`config.mk`:
```
export PLATFORM = sky130hd
export DESIGN_NAME = sxt_read
export DESIGN_NICKNAME = d
export VERILOG_FILES = /design/src/verilog/sxt_pkg.sv /design/src/verilog/sxt_pipe_stage.sv /design/src/verilog/sxt_cmd_decode.sv /design/src/verilog/sxt_addr_gen.sv /design/src/verilog/sxt_result_delay.sv /design/src/verilog/sxt_read.sv
export VERILOG_INCLUDE_DIRS = /design/src /design/src/verilog
export SDC_FILE = /design/constraint.sdc
export NUM_CORES = 1
export LEC_CHECK = 0
export BUFFER_PORTS_ARGS = -buffer_cell sky130_fd_sc_hd__buf_2
export CORE_UTILIZATION = 50
export DETAILED_ROUTE_END_ITERATION = 12
export GPL_TIMING_DRIVEN = 0
export PLACE_DENSITY = 0.7
export SKIP_CTS_REPAIR_TIMING = 1
export SLEW_MARGIN = 25
export SYNTH_ARGS = -nofsm -noshare
export SYNTH_HDL_FRONTEND = slang
export SYNTH_SLANG_ARGS = --single-unit
```
`constraint.sdc`:
```
create_clock -name clk -period 3.97 [get_ports clk]
set_input_delay 0.794 -clock clk [delete_from_list [all_inputs] [get_ports clk]]
set_output_delay 0.794 -clock clk [all_outputs]
set_load 0.005 [all_outputs]
```
`src/verilog/sxt_consts.svh`:
```
// Sizes, field widths and latencies of the sample-extraction read side
`ifndef SXT_CONSTS_SVH
`define SXT_CONSTS_SVH

// ----------------------------------------
// Polynomial geometry
// ----------------------------------------
`define SXT_N            64
`define SXT_N_W          6
// One mask polynomial plus the body
`define SXT_GLWE_K       1
`define SXT_GLWE_K_P1    (`SXT_GLWE_K + 1)
`define SXT_POLY_ID_W    1
// 16 coefficients per RAM word
`define SXT_RD_COEF_W    4
`define SXT_STG_ITER_NB  4
`define SXT_STG_ITER_W   2

// ----------------------------------------
// GLWE RAM banks
// ----------------------------------------
`define SXT_GRAM_NB      4
`define SXT_GRAM_ID_W    2
// Low bits pick the bank, high bits the slot
`define SXT_PID_W        4
`define SXT_SLOT_DEPTH   (`SXT_STG_ITER_NB * `SXT_GLWE_K_P1)
`define SXT_RAM_ADD_W    5

// ----------------------------------------
// Command fields
// ----------------------------------------
`define SXT_REGID_W      6
// LUT count is 1, 2 or 4
`define SXT_LOG_LUT_W    2
`define SXT_LUT_ID_W     2

// ----------------------------------------
// Latencies and buffering
// ----------------------------------------
`define SXT_DATA_LATENCY 3
// RAM latency, read data pipe and two formatter stages
`define SXT_SR_DEPTH     (`SXT_DATA_LATENCY + 3)
`define SXT_JOIN_DEPTH   8
`define SXT_JOIN_CNT_W   4

`endif

```
`src/verilog/sxt_pkg.sv`:
```
// Command, read-item and formatter context struct types
`include "sxt_consts.svh"

package sxt_pkg;

  // ----------------------------------------
  // Input command
  // ----------------------------------------
  typedef struct packed {
    // LWE body, the rotation amount
    logic [`SXT_N_W-1:0]       body;
    // Ciphertext slot id
    logic [`SXT_PID_W-1:0]     pid;
    // Base destination register
    logic [`SXT_REGID_W-1:0]   dst_rid;
    // Log2 of the LUT count
    logic [`SXT_LOG_LUT_W-1:0] log_lut_nb;
  } sxt_cmd_t;

  // ----------------------------------------
  // One GLWE RAM read request
  // ----------------------------------------
  typedef struct packed {
    logic [`SXT_PID_W-1:0]      pid;
    // Base register ORed with the LUT id
    logic [`SXT_REGID_W-1:0]    dst_rid;
    // First word of the slot in the bank
    logic [`SXT_RAM_ADD_W-1:0]  add_ofs;
    logic [`SXT_POLY_ID_W-1:0]  poly_id;
    logic [`SXT_STG_ITER_W-1:0] stg_iter;
    // Bank to read
    logic [`SXT_GRAM_ID_W-1:0]  grid;
    // Body plus LUT offset, mod N
    logic [`SXT_N_W-1:0]        rot_factor;
    logic                       is_body;
    // Set on the last LUT of a command
    logic                       is_last;
  } sxt_rd_item_t;

  // ----------------------------------------
  // Read context for the formatter
  // ----------------------------------------
  typedef struct packed {
    logic [`SXT_PID_W-1:0]                   pid;
    logic [`SXT_REGID_W-1:0]                 dst_rid;
    // Natural-order index of the first coefficient
    logic [`SXT_N_W-1:0]                     id_0;
    // Word index inside the polynomial
    logic [`SXT_N_W-`SXT_RD_COEF_W-1:0]     add_local;
    logic [`SXT_N_W-1:0]                     rot_factor;
    logic                                    is_body;
    logic                                    is_last;
  } sxt_ctx_t;

endpackage

```
`src/verilog/sxt_pipe_stage.sv`:
```
// One-entry valid/ready register stage with a type-parameter payload
`timescale 1ns/100ps

module sxt_pipe_stage
  import sxt_pkg::*;
#(
  parameter type payload_t = sxt_cmd_t
)
(
  input  logic     clk,
  input  logic     s_rst_n,

  // Upstream side
  input  logic     in_vld,
  output logic     in_rdy,
  input  payload_t in_data,

  // Downstream side
  output logic     out_vld,
  input  logic     out_rdy,
  output payload_t out_data
);

  // ----------------------------------------
  // Control
  // ----------------------------------------
  logic do_load;

  // Room when empty, or when the entry leaves this cycle
  assign in_rdy  = ~out_vld | out_rdy;
  assign do_load = in_vld & in_rdy;

  always_ff @(posedge clk) begin
    if (!s_rst_n) begin
      out_vld <= 1'b0;
    end
    else if (in_rdy) begin
      // Refill or drain
      out_vld <= in_vld;
    end
  end

  // ----------------------------------------
  // Payload
  // ----------------------------------------
  // Only written on a transfer, no reset
  always_ff @(posedge clk) begin
    if (do_load) begin
      out_data <= in_data;
    end
  end

endmodule

```
`src/verilog/sxt_cmd_decode.sv`:
```
// Command input stage, LUT/poly/iteration counters, read item build and join credit count
`timescale 1ns/100ps

`include "sxt_consts.svh"

module sxt_cmd_decode
  import sxt_pkg::*;
(
  input  logic         clk,
  input  logic         s_rst_n,

  // Command input
  input  logic         in_cmd_vld,
  output logic         in_cmd_rdy,
  input  sxt_cmd_t     in_cmd,

  // Join buffer read strobe
  input  logic         buf_cnt_do_dec,

  // Read items to execute
  output logic         item_vld,
  input  logic         item_rdy,
  output sxt_rd_item_t item
);

  // ----------------------------------------
  // Input stage
  // ----------------------------------------
  logic     s0_vld;
  logic     s0_rdy;
  sxt_cmd_t s0_cmd;

  sxt_pipe_stage #(
    .payload_t (sxt_cmd_t)
  ) cmd_stage (
    .clk      (clk),
    .s_rst_n  (s_rst_n),
    .in_vld   (in_cmd_vld),
    .in_rdy   (in_cmd_rdy),
    .in_data  (in_cmd),
    .out_vld  (s0_vld),
    .out_rdy  (s0_rdy),
    .out_data (s0_cmd)
  );

  // Last LUT id from the LUT count
  logic [`SXT_LUT_ID_W-1:0] last_lut_id;
  logic [`SXT_LUT_ID_W-1:0] in_lut_mask;

  assign last_lut_id = ~({`SXT_LUT_ID_W{1'b1}} << s0_cmd.log_lut_nb);
  // Same mask on the incoming command, for the alignment check
  assign in_lut_mask = ~({`SXT_LUT_ID_W{1'b1}} << in_cmd.log_lut_nb);

  // ----------------------------------------
  // Iteration counters
  // ----------------------------------------
  logic [`SXT_STG_ITER_W-1:0] stg_iter;
  logic [`SXT_POLY_ID_W-1:0]  poly_id;
  logic [`SXT_LUT_ID_W-1:0]   lut_id;
  logic                       is_body;
  logic                       last_stg_iter;
  logic                       last_lut;
  logic                       free_loc;
  logic                       do_read;

  // Body is the last polynomial, read in a single iteration
  assign is_body       = poly_id == `SXT_POLY_ID_W'(`SXT_GLWE_K);
  assign last_stg_iter = is_body | (stg_iter == `SXT_STG_ITER_W'(`SXT_STG_ITER_NB - 1));
  assign last_lut      = lut_id == last_lut_id;

  // One item per cycle while there is room in the join buffer
  assign item_vld = s0_vld & free_loc;
  assign do_read  = item_vld & item_rdy;
  // Release the command with its last item
  assign s0_rdy   = item_rdy & free_loc & last_stg_iter & is_body & last_lut;

  // Iteration fastest, then poly, then LUT
  always_ff @(posedge clk) begin
    if (!s_rst_n) begin
      stg_iter <= '0;
      poly_id  <= '0;
      lut_id   <= '0;
    end
    else if (do_read) begin
      stg_iter <= last_stg_iter ? '0 : stg_iter + 1'b1;
      if (last_stg_iter) begin
        poly_id <= is_body ? '0 : poly_id + 1'b1;
        if (is_body) begin
          lut_id <= last_lut ? '0 : lut_id + 1'b1;
        end
      end
    end
  end

  // ----------------------------------------
  // Read item fields
  // ----------------------------------------
  logic [`SXT_N_W-1:0] lut_ofs;

  // LUTs are spread evenly around the negacyclic ring
  assign lut_ofs = `SXT_N_W'(lut_id) << (`SXT_N_W - s0_cmd.log_lut_nb);

  assign item.pid        = s0_cmd.pid;
  // Base id is aligned, so OR gives consecutive registers
  assign item.dst_rid    = s0_cmd.dst_rid | `SXT_REGID_W'(lut_id);
  assign item.add_ofs    = `SXT_RAM_ADD_W'(s0_cmd.pid[`SXT_PID_W-1:`SXT_GRAM_ID_W]
                           * `SXT_SLOT_DEPTH);
  assign item.poly_id    = poly_id;
  assign item.stg_iter   = stg_iter;
  assign item.grid       = s0_cmd.pid[`SXT_GRAM_ID_W-1:0];
  // Wraps mod N by width
  assign item.rot_factor = s0_cmd.body + lut_ofs;
  assign item.is_body    = is_body;
  assign item.is_last    = last_lut;

  // ----------------------------------------
  // Join buffer credit
  // ----------------------------------------
  logic                       dec_r;
  logic [`SXT_JOIN_CNT_W-1:0] buf_cnt;

  // Credit return, registered once
  always_ff @(posedge clk) begin
    if (!s_rst_n) begin
      dec_r   <= 1'b0;
      buf_cnt <= '0;
    end
    else begin
      dec_r   <= buf_cnt_do_dec;
      buf_cnt <= buf_cnt + `SXT_JOIN_CNT_W'(do_read) - `SXT_JOIN_CNT_W'(dec_r);
    end
  end

  assign free_loc = buf_cnt < `SXT_JOIN_CNT_W'(`SXT_JOIN_DEPTH);

  // ----------------------------------------
  // Checks
  // ----------------------------------------
  // Base register must leave room for every LUT output
  a_rid_aligned : assert property (@(posedge clk) disable iff (!s_rst_n)
    (in_cmd_vld && in_cmd_rdy) |->
      ((in_cmd.dst_rid[`SXT_LUT_ID_W-1:0] & in_lut_mask) == '0))
    else $error("dst_rid not aligned to the LUT count");

  // No credit returned for a word that was never read
  a_cnt_no_underflow : assert property (@(posedge clk) disable iff (!s_rst_n)
    dec_r |-> (buf_cnt != '0 || do_read))
    else $error("join credit counter underflow");

endmodule

```
`src/verilog/sxt_addr_gen.sv`:
```
// Execute stage with bit-reversed GLWE RAM address and bank grant gating
`timescale 1ns/100ps

`include "sxt_consts.svh"

module sxt_addr_gen
  import sxt_pkg::*;
(
  input  logic                      clk,
  input  logic                      s_rst_n,

  // Read items from decode
  input  logic                      item_vld,
  output logic                      item_rdy,
  input  sxt_rd_item_t              item,

  // Bank grants, one bit per bank
  input  logic [`SXT_GRAM_NB-1:0]   gram_avail_1h,

  // GLWE RAM read
  output logic                      rd_en,
  output logic [`SXT_RAM_ADD_W-1:0] rd_add,
  output logic [`SXT_GRAM_ID_W-1:0] rd_grid,

  // Context of the read
  output sxt_ctx_t                  ctx
);

  // Bit reverse over N_W
  function automatic logic [`SXT_N_W-1:0] rev_n(input logic [`SXT_N_W-1:0] v);
    logic [`SXT_N_W-1:0] r;
    for (int i = 0; i < `SXT_N_W; i++) begin
      r[i] = v[`SXT_N_W-1-i];
    end
    return r;
  endfunction

  // ----------------------------------------
  // Item stage and grant
  // ----------------------------------------
  logic                    s1_vld;
  logic                    s1_rdy;
  sxt_rd_item_t            s1_item;
  logic [`SXT_GRAM_NB-1:0] gnt_r;

  sxt_pipe_stage #(
    .payload_t (sxt_rd_item_t)
  ) item_stage (
    .clk      (clk),
    .s_rst_n  (s_rst_n),
    .in_vld   (item_vld),
    .in_rdy   (item_rdy),
    .in_data  (item),
    .out_vld  (s1_vld),
    .out_rdy  (s1_rdy),
    .out_data (s1_item)
  );

  always_ff @(posedge clk) begin
    if (!s_rst_n) begin
      gnt_r <= '0;
    end
    else begin
      gnt_r <= gram_avail_1h;
    end
  end

  // Leaves on the grant cycle of its own bank
  assign s1_rdy = gnt_r[s1_item.grid];
  assign rd_en  = s1_vld & s1_rdy;

  // ----------------------------------------
  // Address
  // ----------------------------------------
  logic [`SXT_N_W-1:0]                 rd_dec;
  logic [`SXT_N_W-1:0]                 id_0;
  logic [`SXT_N_W-1:0]                 idx_0;
  logic [`SXT_N_W-`SXT_RD_COEF_W-1:0] add_local;

  // Iteration offset in natural order
  assign rd_dec    = rev_n(`SXT_N_W'(s1_item.stg_iter) << `SXT_RD_COEF_W);
  assign id_0      = s1_item.rot_factor - rd_dec;
  // RAM holds coefficients bit-reversed
  assign idx_0     = rev_n(id_0);
  assign add_local = idx_0[`SXT_N_W-1:`SXT_RD_COEF_W];

  assign rd_add  = `SXT_RAM_ADD_W'({s1_item.poly_id, add_local}) + s1_item.add_ofs;
  assign rd_grid = s1_item.grid;

  // Context for the result stage
  assign ctx.pid        = s1_item.pid;
  assign ctx.dst_rid    = s1_item.dst_rid;
  assign ctx.id_0       = id_0;
  assign ctx.add_local  = add_local;
  assign ctx.rot_factor = s1_item.rot_factor;
  assign ctx.is_body    = s1_item.is_body;
  assign ctx.is_last    = s1_item.is_last;

  // Item without its registered bank grant stays put until granted
  a_wait_for_grant : assert property (@(posedge clk) disable iff (!s_rst_n)
    (s1_vld && !gnt_r[s1_item.grid]) |=> (s1_vld && $stable(s1_item)))
    else $error("read item left the execute stage without a bank grant");

endmodule

```
`src/verilog/sxt_result_delay.sv`:
```
// Fixed-latency delay line that hands read context over with the RAM data
`timescale 1ns/100ps

`include "sxt_consts.svh"

module sxt_result_delay
  import sxt_pkg::*;
(
  input  logic     clk,
  input  logic     s_rst_n,

  // From the read stage
  input  logic     in_avail,
  input  sxt_ctx_t in_ctx,

  // To the formatter
  output logic     x0_avail,
  output sxt_ctx_t x0_ctx
);

  // ----------------------------------------
  // Shift register
  // ----------------------------------------
  logic [`SXT_SR_DEPTH-1:0] avail_sr;
  sxt_ctx_t                 ctx_sr [`SXT_SR_DEPTH];

  // Valid bits are control state
  always_ff @(posedge clk) begin
    if (!s_rst_n) begin
      avail_sr <= '0;
    end
    else begin
      avail_sr <= {avail_sr[`SXT_SR_DEPTH-2:0], in_avail};
    end
  end

  // Context just follows along
  always_ff @(posedge clk) begin
    ctx_sr[0] <= in_ctx;
    for (int i = 1; i < `SXT_SR_DEPTH; i++) begin
      ctx_sr[i] <= ctx_sr[i-1];
    end
  end

  // Read data is on the RAM output here
  assign x0_avail = avail_sr[`SXT_SR_DEPTH-1];
  assign x0_ctx   = ctx_sr[`SXT_SR_DEPTH-1];

endmodule

```
`src/verilog/sxt_read.sv`:
```
// Top of the sample-extraction read side: decode, execute and result stages
`timescale 1ns/100ps

`include "sxt_consts.svh"

module sxt_read
  import sxt_pkg::*;
(
  input  logic                      clk,
  input  logic                      s_rst_n,

  // Command input
  input  logic                      in_cmd_vld,
  output logic                      in_cmd_rdy,
  input  sxt_cmd_t                  in_cmd,

  // Bank grants and join buffer credit return
  input  logic [`SXT_GRAM_NB-1:0]   gram_avail_1h,
  input  logic                      buf_cnt_do_dec,

  // GLWE RAM read
  output logic                      rd_en,
  output logic [`SXT_RAM_ADD_W-1:0] rd_add,
  output logic [`SXT_GRAM_ID_W-1:0] rd_grid,

  // To the formatter
  output logic                      x0_avail,
  output sxt_ctx_t                  x0_ctx
);

  // ----------------------------------------
  // Decode to execute
  // ----------------------------------------
  logic         item_vld;
  logic         item_rdy;
  sxt_rd_item_t item;
  sxt_ctx_t     rd_ctx;

  sxt_cmd_decode u_decode (
    .clk            (clk),
    .s_rst_n        (s_rst_n),
    .in_cmd_vld     (in_cmd_vld),
    .in_cmd_rdy     (in_cmd_rdy),
    .in_cmd         (in_cmd),
    .buf_cnt_do_dec (buf_cnt_do_dec),
    .item_vld       (item_vld),
    .item_rdy       (item_rdy),
    .item           (item)
  );

  // Address and grant
  sxt_addr_gen u_addr_gen (
    .clk           (clk),
    .s_rst_n       (s_rst_n),
    .item_vld      (item_vld),
    .item_rdy      (item_rdy),
    .item          (item),
    .gram_avail_1h (gram_avail_1h),
    .rd_en         (rd_en),
    .rd_add        (rd_add),
    .rd_grid       (rd_grid),
    .ctx           (rd_ctx)
  );

  // ----------------------------------------
  // Result
  // ----------------------------------------
  sxt_result_delay u_result (
    .clk      (clk),
    .s_rst_n  (s_rst_n),
    .in_avail (rd_en),
    .in_ctx   (rd_ctx),
    .x0_avail (x0_avail),
    .x0_ctx   (x0_ctx)
  );

endmodule

```
==> results.ini, run 1 <==
[floorplan]
core_um2=10400
dieArea_um2=11300
die_h_um=106
placement_rows=37
boundaryPins=62
start_util=0.521
die_w_um=106

[final_layout]
diodes=0
multiInputGateArea_um2=821
fillers=781
ff_latch_area_um2=4460
layout.nets=462
drive_above_1_share=0.253
syn2layout_area_growth_pct=19.7
final_area_um2=6500

[yosys]
synthMuxAreaShare=0.00783
ys_seq_elements=204
synth_nets=380
synth_top_family_by_area=simple AND/OR/NAND/NOR gates
synthAdderAreaFrac=0.0433
post_synth_num_cell_types=36
synth_top_area_frac=0.612
synth_compound_area_frac=0.0318
avgSynthCellArea_um2=16.1
netlist_top_cells_area=dfxtp_1 (61%), edfxtp_1 (21%), ha_1 (3.2%)
synth_ff_type=dfxtp_1
ys_seq_area_frac=0.822
synth_largest_area_cell=dfxtp_1
synth_simple_gate_area_frac=0.0456
syn_area_um2=5430
synth_warnings=0
synthArstFlopShare=0
synthXorXnorAreaFrac=0.0226
syn_inst=337
synth_edf_count=38

[sta]
fin_crit_sh=0.704
fin_setup_tns_ns=0
fmax_ghz=0.358
post-route-min-period_ns=2.80
setup_violations=0
maxSlewHeadroom=0.462
finalHoldViolCount=0
rsz0062_at_grt=no
clock-skew-final_ns=0.00660
tightest_slew_ns=0.807
maxSlewViolCount=0

[setup_path]
r2r_cells=9
endpoint_kind=primary output
cp-startpoint=u_decode.cmd_stage.out_data[0]
critical_path_class=reg -> out
rrSetupSlack_ns=1.36
critPathRequiredTime_ns=3.18
path_max_fanout=5
worstPathArrival_ns=2.00
crit_path_start_kind=register
r2r-end=u_decode.buf_cnt[2]
r2r-start=u_addr_gen.item_stage.out_data[24]

[routing]
wl_met1_mm=2.53
vias=2452
wl_met2_mm=2.95
routed_via_density=4.32
postRouteAntennaNets=0
topRoutingLayerUsed=met4
dr_wl_met3_um=369
dr.pass1.iters=4
drtIter0Drc=46
drc=0
wl_per_cell_um=10.6
drt_wl_total_mm=5.99

[clock_tree]
clk_transition_reported_paths_ns=0.06
clkLatencyLatePin_ns=0.51
clock-sinks=204
cts_htree_levels=1
cts.path.max_buffers=3
cts_buffers=19
cts-root-buf=clkbuf_8
cts_tree=done

[global_routing]
grt_pass1_vias=2378
track_usage=0.111
grt_first_pass_wirelength_mm=10.1
grt-ovfl-total=0
grt_max_degree=21
antenna_found_initial=0

[power]
p_leak_nw=2.79
power_density_nw_per_um2=672
ir_drop_uv=446

[job]
cap_violations=0

[placed_design]
gp_congestion=0.727
placed_area_um2=5910
dp_hpwl_mm=3.89
port_buffers=61

[min_path]
min_path_type=reg -> reg
whs_endpoint=u_result.ctx_sr[2][1]
hold_start=u_result.ctx_sr[1][1]
hold_depth=0

[outcome]
status=completed

==> cells in the final DEF (no fill, tap or decap), drive strengths merged <==
cell / count
dfxtp: 166
buf: 70
edfxtp: 38
clkbuf: 29
inv: 21
and2: 16
ha: 14
xnor2: 9
nand2: 8
nor2: 7
xor2: 5
a21oi: 5
o21ai: 5
nand3: 4
clkinv: 4
a21o: 3
fa: 3
a21boi: 3
a211oi: 2
or2: 2
nand2b: 2
mux2i: 2
nor2b: 2
o41ai: 2
mux4: 1
and2b: 1
o22ai: 1
o21bai: 1
o211ai: 1
or4: 1
and3: 1
or4b: 1
o21a: 1
==> critical path, stage by stage, from the launching register on <==
cell,delay (ns)
edfxtp_1,0.46
inv_1,0.11
ha_1,0.19
xor2_1,0.15
nand2_1,0.13
o41ai_2,0.28
buf_2,0.18
==> layout make-up <==
class,instances,share of cell area
Clock inverter,6,0.00597
Sequential cell,204,0.687
Timing Repair Buffer,61,0.0470
Clock buffer,27,0.0853
Buffer,11,0.0115
Inverter,19,0.0110
Tap cell,136,0.0262
Multi-Input combinational cell,103,0.126
==> cells by family (layout without fill, tap and decap cells) <==
| kind of cell | after synthesis | in the layout |
|---|---|---|
| AO/OA/AOI/OAI | 24 | 24 |
| XOR/XNOR | 14 | 14 |
| adder cells (fa/ha/maj) | 17 | 17 |
| buffers and inverters | 30 | 124 |
| flip-flops | 204 | 204 |
| multiplexers | 3 | 3 |
| AND/OR/NAND/NOR | 45 | 45 |
==> routing by layer <==
layer,track usage,up-vias
met5,0,-
met4,0.0466,0
met3,0.0343,14
met2,0.194,61
met1,0.126,1107
li1,-,1270
==> where the power goes <==
group          internal, mW  switching, mW
Combinational         0.139          0.121
Clock                 0.964          0.684
Sequential             2.39         0.0719
Total                  3.49          0.877
==> worst max path at each step <==
stage | to | slack (ns) | cells past startpoint
final | in_cmd_rdy | 1.17 | 6
after floorplan | u_decode.buf_cnt[2] | 1.56 | 9
after global routing | in_cmd_rdy | 0.97 | 6
after detailed placement | u_decode.buf_cnt[2] | 1.35 | 9
after CTS | in_cmd_rdy | 1.15 | 6
after global placement | u_decode.buf_cnt[2] | 1.36 | 9
==> flip-flops by register name, indices dropped and copies added (netlist names) <==
signal / count
u_addr_gen.gnt_r: 4
u_decode.lut_id: 2
u_decode.buf_cnt: 4
u_addr_gen.item_stage.out_vld: 1
u_addr_gen.item_stage.out_data: 20
u_decode.stg_iter: 2
u_decode.cmd_stage.out_data: 18
u_decode.is_body: 1
u_decode.cmd_stage.out_vld: 1
u_result.ctx_sr: 144
u_decode.dec_r: 1
u_result.avail_sr: 6
==> metrics by stage <==
stage                util  power, mW  worst slack, ns  hold slack (ns)  cells
finish              0.624       4.37             1.17            0.324    567
global route        0.624       4.57            0.974            0.329    567
CTS                 0.624       4.44             1.15            0.325    567
detailed placement  0.567       2.78             1.35            0.312    534
global placement    0.567       2.75             1.36            0.310    534
floorplan               -       2.66             1.56            0.310    337
==> cells in the mapped netlist, drive strengths merged (2+ instances only) <==
cell type  number
o21ai           5
edfxtp         38
or2             2
nand3           4
ha             14
mux2i           2
o41ai           2
xnor2           9
nor2            7
nand2b          2
nor2b           2
nand2           8
clkbuf          2
a21o            3
xor2            5
buf             9
and2           16
fa              3
dfxtp         166
a211oi          2
a21boi          3
a21oi           5
inv            19
Power figures use the tool's default switching activity.
==> inputs of run 2 (changes only) <==
Settings changed: ABC_AREA set to 1.
Clock period 3.97 ns to 2.65 ns, I/O delays scaled along.
==> results.ini, run 2 <==
[min_path]
hold_start=in_cmd[11]
whs_endpoint=u_decode.cmd_stage.out_data[11]
min_path_type=in -> reg
hold_depth=1  ; +1

[setup_path]
worstPathArrival_ns=1.91  ; -0.09 ns
r2r_cells=8  ; -1
critical_path_class=reg -> out
path_max_fanout=6  ; +1
critPathRequiredTime_ns=2.12  ; -1.06 ns
crit_path_start_kind=register
cp-startpoint=u_decode.cmd_stage.out_data[0]
r2r-start=u_decode.cmd_stage.out_data[0]
rrSetupSlack_ns=0.30  ; -1.06 ns
r2r-end=u_addr_gen.item_stage.out_data[7]
endpoint_kind=primary output

[clock_tree]
clk_transition_reported_paths_ns=0.06  ; about the same
cts-root-buf=clkbuf_8
clkLatencyLatePin_ns=0.52  ; about the same
cts.path.max_buffers=3  ; unchanged
cts_buffers=20  ; +1
clock-sinks=204  ; unchanged
cts_tree=done
cts_htree_levels=1  ; unchanged

[sta]
finalHoldViolCount=0  ; unchanged
clock-skew-final_ns=0.0113  ; +0.00471 ns
maxSlewViolCount=0  ; unchanged
tightest_slew_ns=0.462  ; -0.345 ns
post-route-min-period_ns=2.44
fin_crit_sh=0.920
fmax_ghz=0.410
maxSlewHeadroom=0.692  ; +0.230
rsz0062_at_grt=no
setup_violations=0  ; unchanged

[yosys]
synthArstFlopShare=0  ; unchanged
synth_ff_type=dfxtp_1
synth_largest_area_cell=dfxtp_1
synth_top_area_frac=0.604  ; -0.00765
synth_edf_count=38  ; unchanged
ys_seq_elements=204  ; unchanged
syn_area_um2=5500  ; +1.3%
synth_warnings=0  ; unchanged
post_synth_num_cell_types=27  ; -25%
ys_seq_area_frac=0.812  ; -0.0103
avgSynthCellArea_um2=14.3  ; -11%
syn_inst=385  ; +14%
synth_nets=428  ; +13%
netlist_top_cells_area=dfxtp_1 (60%), edfxtp_1 (21%), ha_1 (3.2%)
synth_commonest_cells=dfxtp_1 (166), inv_1 (40), edfxtp_1 (38), nand2_1 (35), nor2_1 (21)
synth.most_common_cell=dfxtp_1

[routing]
drc=0  ; unchanged
dr.pass1.iters=4  ; unchanged
routed_via_density=4.23  ; -2.1%
wl_per_cell_um=10.0  ; -4.9%
vias=2611  ; +6.5%
drtIter0Drc=44  ; -4.3%
postRouteAntennaNets=0  ; unchanged
drt_wl_total_mm=6.20  ; +3.5%

[global_routing]
grt-ovfl-total=0  ; unchanged
grt_max_degree=24  ; +14%
track_usage=0.112  ; +0.000591
antenna_found_initial=0  ; unchanged
grt_first_pass_wirelength_mm=10.1  ; +0.55%
grt_pass1_vias=2412  ; +1.4%

[final_layout]
largest_reg_flops=144  ; unchanged
ff_latch_area_um2=4460  ; unchanged
final_cells=617  ; +8.8%
multiInputGateArea_um2=798  ; -2.7%
layout_common_cells=dfxtp_1 (166), buf_2 (61), inv_1 (40), edfxtp_1 (38), nand2_1 (35)
drive_above_1_share=0.252  ; -0.00134
layout.nets=511  ; +11%
top_regs=u_result.ctx_sr (144), u_addr_gen.item_stage.out_data (20), u_decode.cmd_stage.out_data (18)
syn2layout_area_growth_pct=19.3
regMostFlops=u_result.ctx_sr
final_common_cell=dfxtp_1
final_util=0.625  ; about the same
diodes=0  ; unchanged
fillers=822  ; +5.2%

[floorplan]
die_w_um=107  ; +0.62%
start_util=0.523  ; +0.00195
dieArea_um2=11400  ; +1.2%
boundaryPins=62  ; unchanged
core_um2=10500  ; +0.89%
placement_rows=37  ; unchanged
die_h_um=107  ; +0.62%

[placed_design]
dpl.cell_count=582  ; +9.0%
gp_congestion=0.728  ; +0.15%
dp_hpwl_mm=4.18  ; +7.4%
port_buffers=60  ; -1.6%

[power]
ir_drop_uv=562  ; +26%
power_density_nw_per_um2=1000  ; +49%
p_leak_nw=2.93  ; +5.1%

[job]
cap_violations=0  ; unchanged

[outcome]
status=completed

## run 2: metal layers
layer	GRT usage	vias to the layer above	routed length, um
li1	-	1372	-
met1	0.116	1169	2570
met2	0.207	58	3160
met3	0.0316	12	332
met4	0.0519	0	134
met5	0	-	0
## run 2: worst max-delay path by stage
stage                                              to  slack (ns)  cells after the start
floorplan              u_decode.cmd_stage.out_data[0]        0.25                      9
detailed placement  u_addr_gen.item_stage.out_data[7]        0.29                      8
finish                                     in_cmd_rdy        0.21                     10
global route                               in_cmd_rdy        0.06                     10
global placement       u_decode.cmd_stage.out_data[4]       -0.17                      9
CTS                                         rd_add[0]        0.17                      6
## run 2: critical path: stages, from the launching register on
cell and delay [ns]:
edfxtp_1 0.45, inv_1 0.08, ha_1 0.21, inv_1 0.05, nand2_1 0.04, nand2_1 0.07, nand2_2 0.07, nor2_1 0.09
nand3_1 0.13, nand2_2 0.10, buf_2 0.11
## run 2: through the flow
step                cell area [um2]  power (mW)  setup slack [ns]  hold slack (ns)  setup TNS, ns
global placement               5970        4.18            -0.175            0.310          -3.12
finish                         6560        6.57             0.212            0.183              0
floorplan                      5500        4.04             0.253            0.310              0
CTS                            6560        6.67             0.166            0.150              0
global route                   6560        6.88            0.0596            0.147              0
detailed placement             5990        4.23             0.288            0.312              0
## run 2: cell type report
| class | instances | share of cell area |
|---|---|---|
| clock buffers | 27 | 0.0799 |
| clock inverters | 8 | 0.00820 |
| plain buffers | 11 | 0.0116 |
| multi-input cells | 126 | 0.122 |
| inverters | 44 | 0.0252 |
| well taps | 136 | 0.0259 |
| flip-flops and latches | 204 | 0.680 |
| repair buffers | 61 | 0.0475 |
## run 2: logic make-up (layout without fill, tap and decap cells)
logic type / count (synthesis) / count (layout) / synth area share
AO/OA/AOI/OAI: 18 / 18 / 0.0184
XOR/XNOR: 11 / 11 / 0.0175
adder cells (fa/ha/maj): 17 / 17 / 0.0428
buffers and inverters: 55 / 151 / 0.0439
flip-flops: 204 / 204 / 0.812
AND/OR/NAND/NOR: 80 / 80 / 0.0657
## run 2: report_power, final
part	switching, mW	leakage, nW	internal (mW)	total [mW]
Clock	1.04	0.292	1.38	2.42
Combinational	0.215	0.887	0.201	0.416
Sequential	0.118	1.75	3.61	3.73
==> inputs of run 3 (changes only) <==
--- a/config.mk
+++ b/config.mk
@@ -13,4 +13,5 @@
 export GPL_TIMING_DRIVEN = 0
 export PLACE_DENSITY = 0.7
+export SETUP_SLACK_MARGIN = 0.5
 export SKIP_CTS_REPAIR_TIMING = 1
 export SLEW_MARGIN = 25
==> constraint.sdc (replaced) <==
create_clock -name clk -period 2.65 [get_ports clk]
set_input_delay 0.53 -clock clk [delete_from_list [all_inputs] [get_ports clk]]
set_output_delay 0.53 -clock clk [all_outputs]
set_load 0.02 [all_outputs]
==> results.ini, run 3 (synthesis gave the netlist of run 2 again) <==
[final_layout]
layout_common_cells=dfxtp_1 (166), buf_2 (59), edfxtp_1 (38), nand2_1 (34), inv_1 (32)
syn2layout_area_growth_pct=23.9
layout.nets=514  ; +0.59%
largest_reg_flops=144  ; unchanged
drive_above_1_share=0.308  ; +0.0563
regMostFlops=u_result.ctx_sr
final_cells=620  ; +0.49%
final_common_cell=dfxtp_1
final_util=0.648  ; +0.0237
diodes=0  ; unchanged
top_regs=u_result.ctx_sr (144), u_addr_gen.item_stage.out_data (20), u_decode.cmd_stage.out_data (18)

[setup_path]
crit_path_start_kind=register
path_max_fanout=2  ; -4
critPathRequiredTime_ns=2.12  ; about the same
worstPathArrival_ns=1.93  ; +0.02 ns
critical_path_class=reg -> out
endpoint_kind=primary output

[sta]
maxSlewViolCount=0  ; unchanged
rsz0062_at_grt=yes
fin_crit_sh=0.928  ; +0.00772
fin_setup_tns_ns=0  ; unchanged
maxSlewHeadroom=0.617  ; -0.0748
clock-skew-final_ns=0.00719  ; -0.00413 ns
post-route-min-period_ns=2.46  ; +0.0204 ns
fin_hold_ws_ns=0.188  ; +0.00498 ns
setup_violations=0  ; unchanged
tightest_slew_ns=0.573  ; +0.112 ns
fmax_ghz=0.407  ; -0.83%
finalHoldViolCount=0  ; unchanged

[global_routing]
grt_max_degree=24  ; unchanged
grt_first_pass_wirelength_mm=10.3  ; +1.7%
grt-ovfl-total=0  ; unchanged
track_usage=0.113  ; +0.00121
antenna_found_initial=0  ; unchanged
grt_pass1_vias=2481  ; +2.9%

[routing]
postRouteAntennaNets=0  ; unchanged
drtIter0Drc=77  ; +75%
drt_wl_total_mm=6.44  ; +3.9%
routed_via_density=4.26  ; +0.62%
wl_per_cell_um=10.4  ; +3.4%
drc=0  ; unchanged
vias=2640  ; +1.1%
dr.pass1.iters=4  ; unchanged

[clock_tree]
cts-root-buf=clkbuf_8
clkLatencyLatePin_ns=0.51  ; about the same
clk_transition_reported_paths_ns=0.06  ; about the same
cts.path.max_buffers=3  ; unchanged
cts_tree=done
cts_buffers=20  ; unchanged
clock-sinks=204  ; unchanged
cts_htree_levels=1  ; unchanged

[job]
cap_violations=0  ; unchanged

[placed_design]
port_buffers=60  ; unchanged
gp_congestion=0.734  ; +0.89%
dpl.cell_count=581  ; -0.17%
dp_hpwl_mm=4.13  ; -1.2%

[power]
ir_drop_uv=559  ; -0.53%
power_density_nw_per_um2=1020  ; +1.7%
total_power_mw=6.93  ; +5.5%
p_leak_nw=2.97  ; +1.4%

[floorplan]
dieArea_um2=11400  ; unchanged
placement_rows=37  ; unchanged
core_um2=10500  ; unchanged
start_util=0.523  ; unchanged
die_h_um=107  ; unchanged
die_w_um=107  ; unchanged
boundaryPins=62  ; unchanged

[min_path]
min_path_type=in -> reg

[outcome]
status=completed

==> run 3: changes by cell type in the layout (fill, tap and decap cells not counted), sizes merged <==
| cell | delta |
|---|---|
| clkinv | -6 |
| buf | +3 |
| clkbuf | +6 |
| bufinv | +1 |
| inv | -1 |
==> run 3: final timing paths <==
check,from,endpoint,slack (ns),cells past startpoint
setup / recovery,u_addr_gen.item_stage.out_data[11],rd_add[0],0.19,5
hold / removal,in_cmd[6],u_decode.cmd_stage.out_data[6],0.19,1
setup reg to reg,u_addr_gen.item_stage.out_data[24],u_decode.buf_cnt[1],0.43,13
hold reg to reg,u_result.ctx_sr[0][18],u_result.ctx_sr[1][18],0.32,0
==> run 3: through the flow <==
stage,cell area (um2),worst slack (ns)
after global routing,6810,0.105
after global placement,5990,0.327
after CTS,6610,0.142
after floorplan,5520,0.511
after detailed placement,5990,0.264
final,6810,0.192
==> run 3: routing by layer <==
metal	vias to the layer above	global-route usage	wire [um]
li1	1382	-	-
met1	1176	0.124	2650
met2	64	0.202	3250
met3	18	0.0328	382
met4	0	0.0489	152
met5	-	0	0
==> run 3: where the power goes <==
group	total [mW]	internal [mW]	switching [mW]
Combinational	0.602	0.252	0.350
Clock	2.59	1.58	1.00
Sequential	3.74	3.62	0.128
Total	6.93	5.45	1.48
==> run 3: worst max-delay path: stages, from the launching register on <==
cell      delay (ns)
edfxtp_1        0.42
ha_4            0.19
fa_1            0.55
inv_2           0.04
buf_6           0.10
buf_6           0.12
==> run 3: area by class of cell <==
class	instances	area, um2
inverter	44	165
multi-input combinational	126	953
fill	774	3700
buffer	11	80.1
clock buffer	33	588
timing repair buffer	64	355
tap	136	170
sequential	204	4460
clock inverter	2	36.3
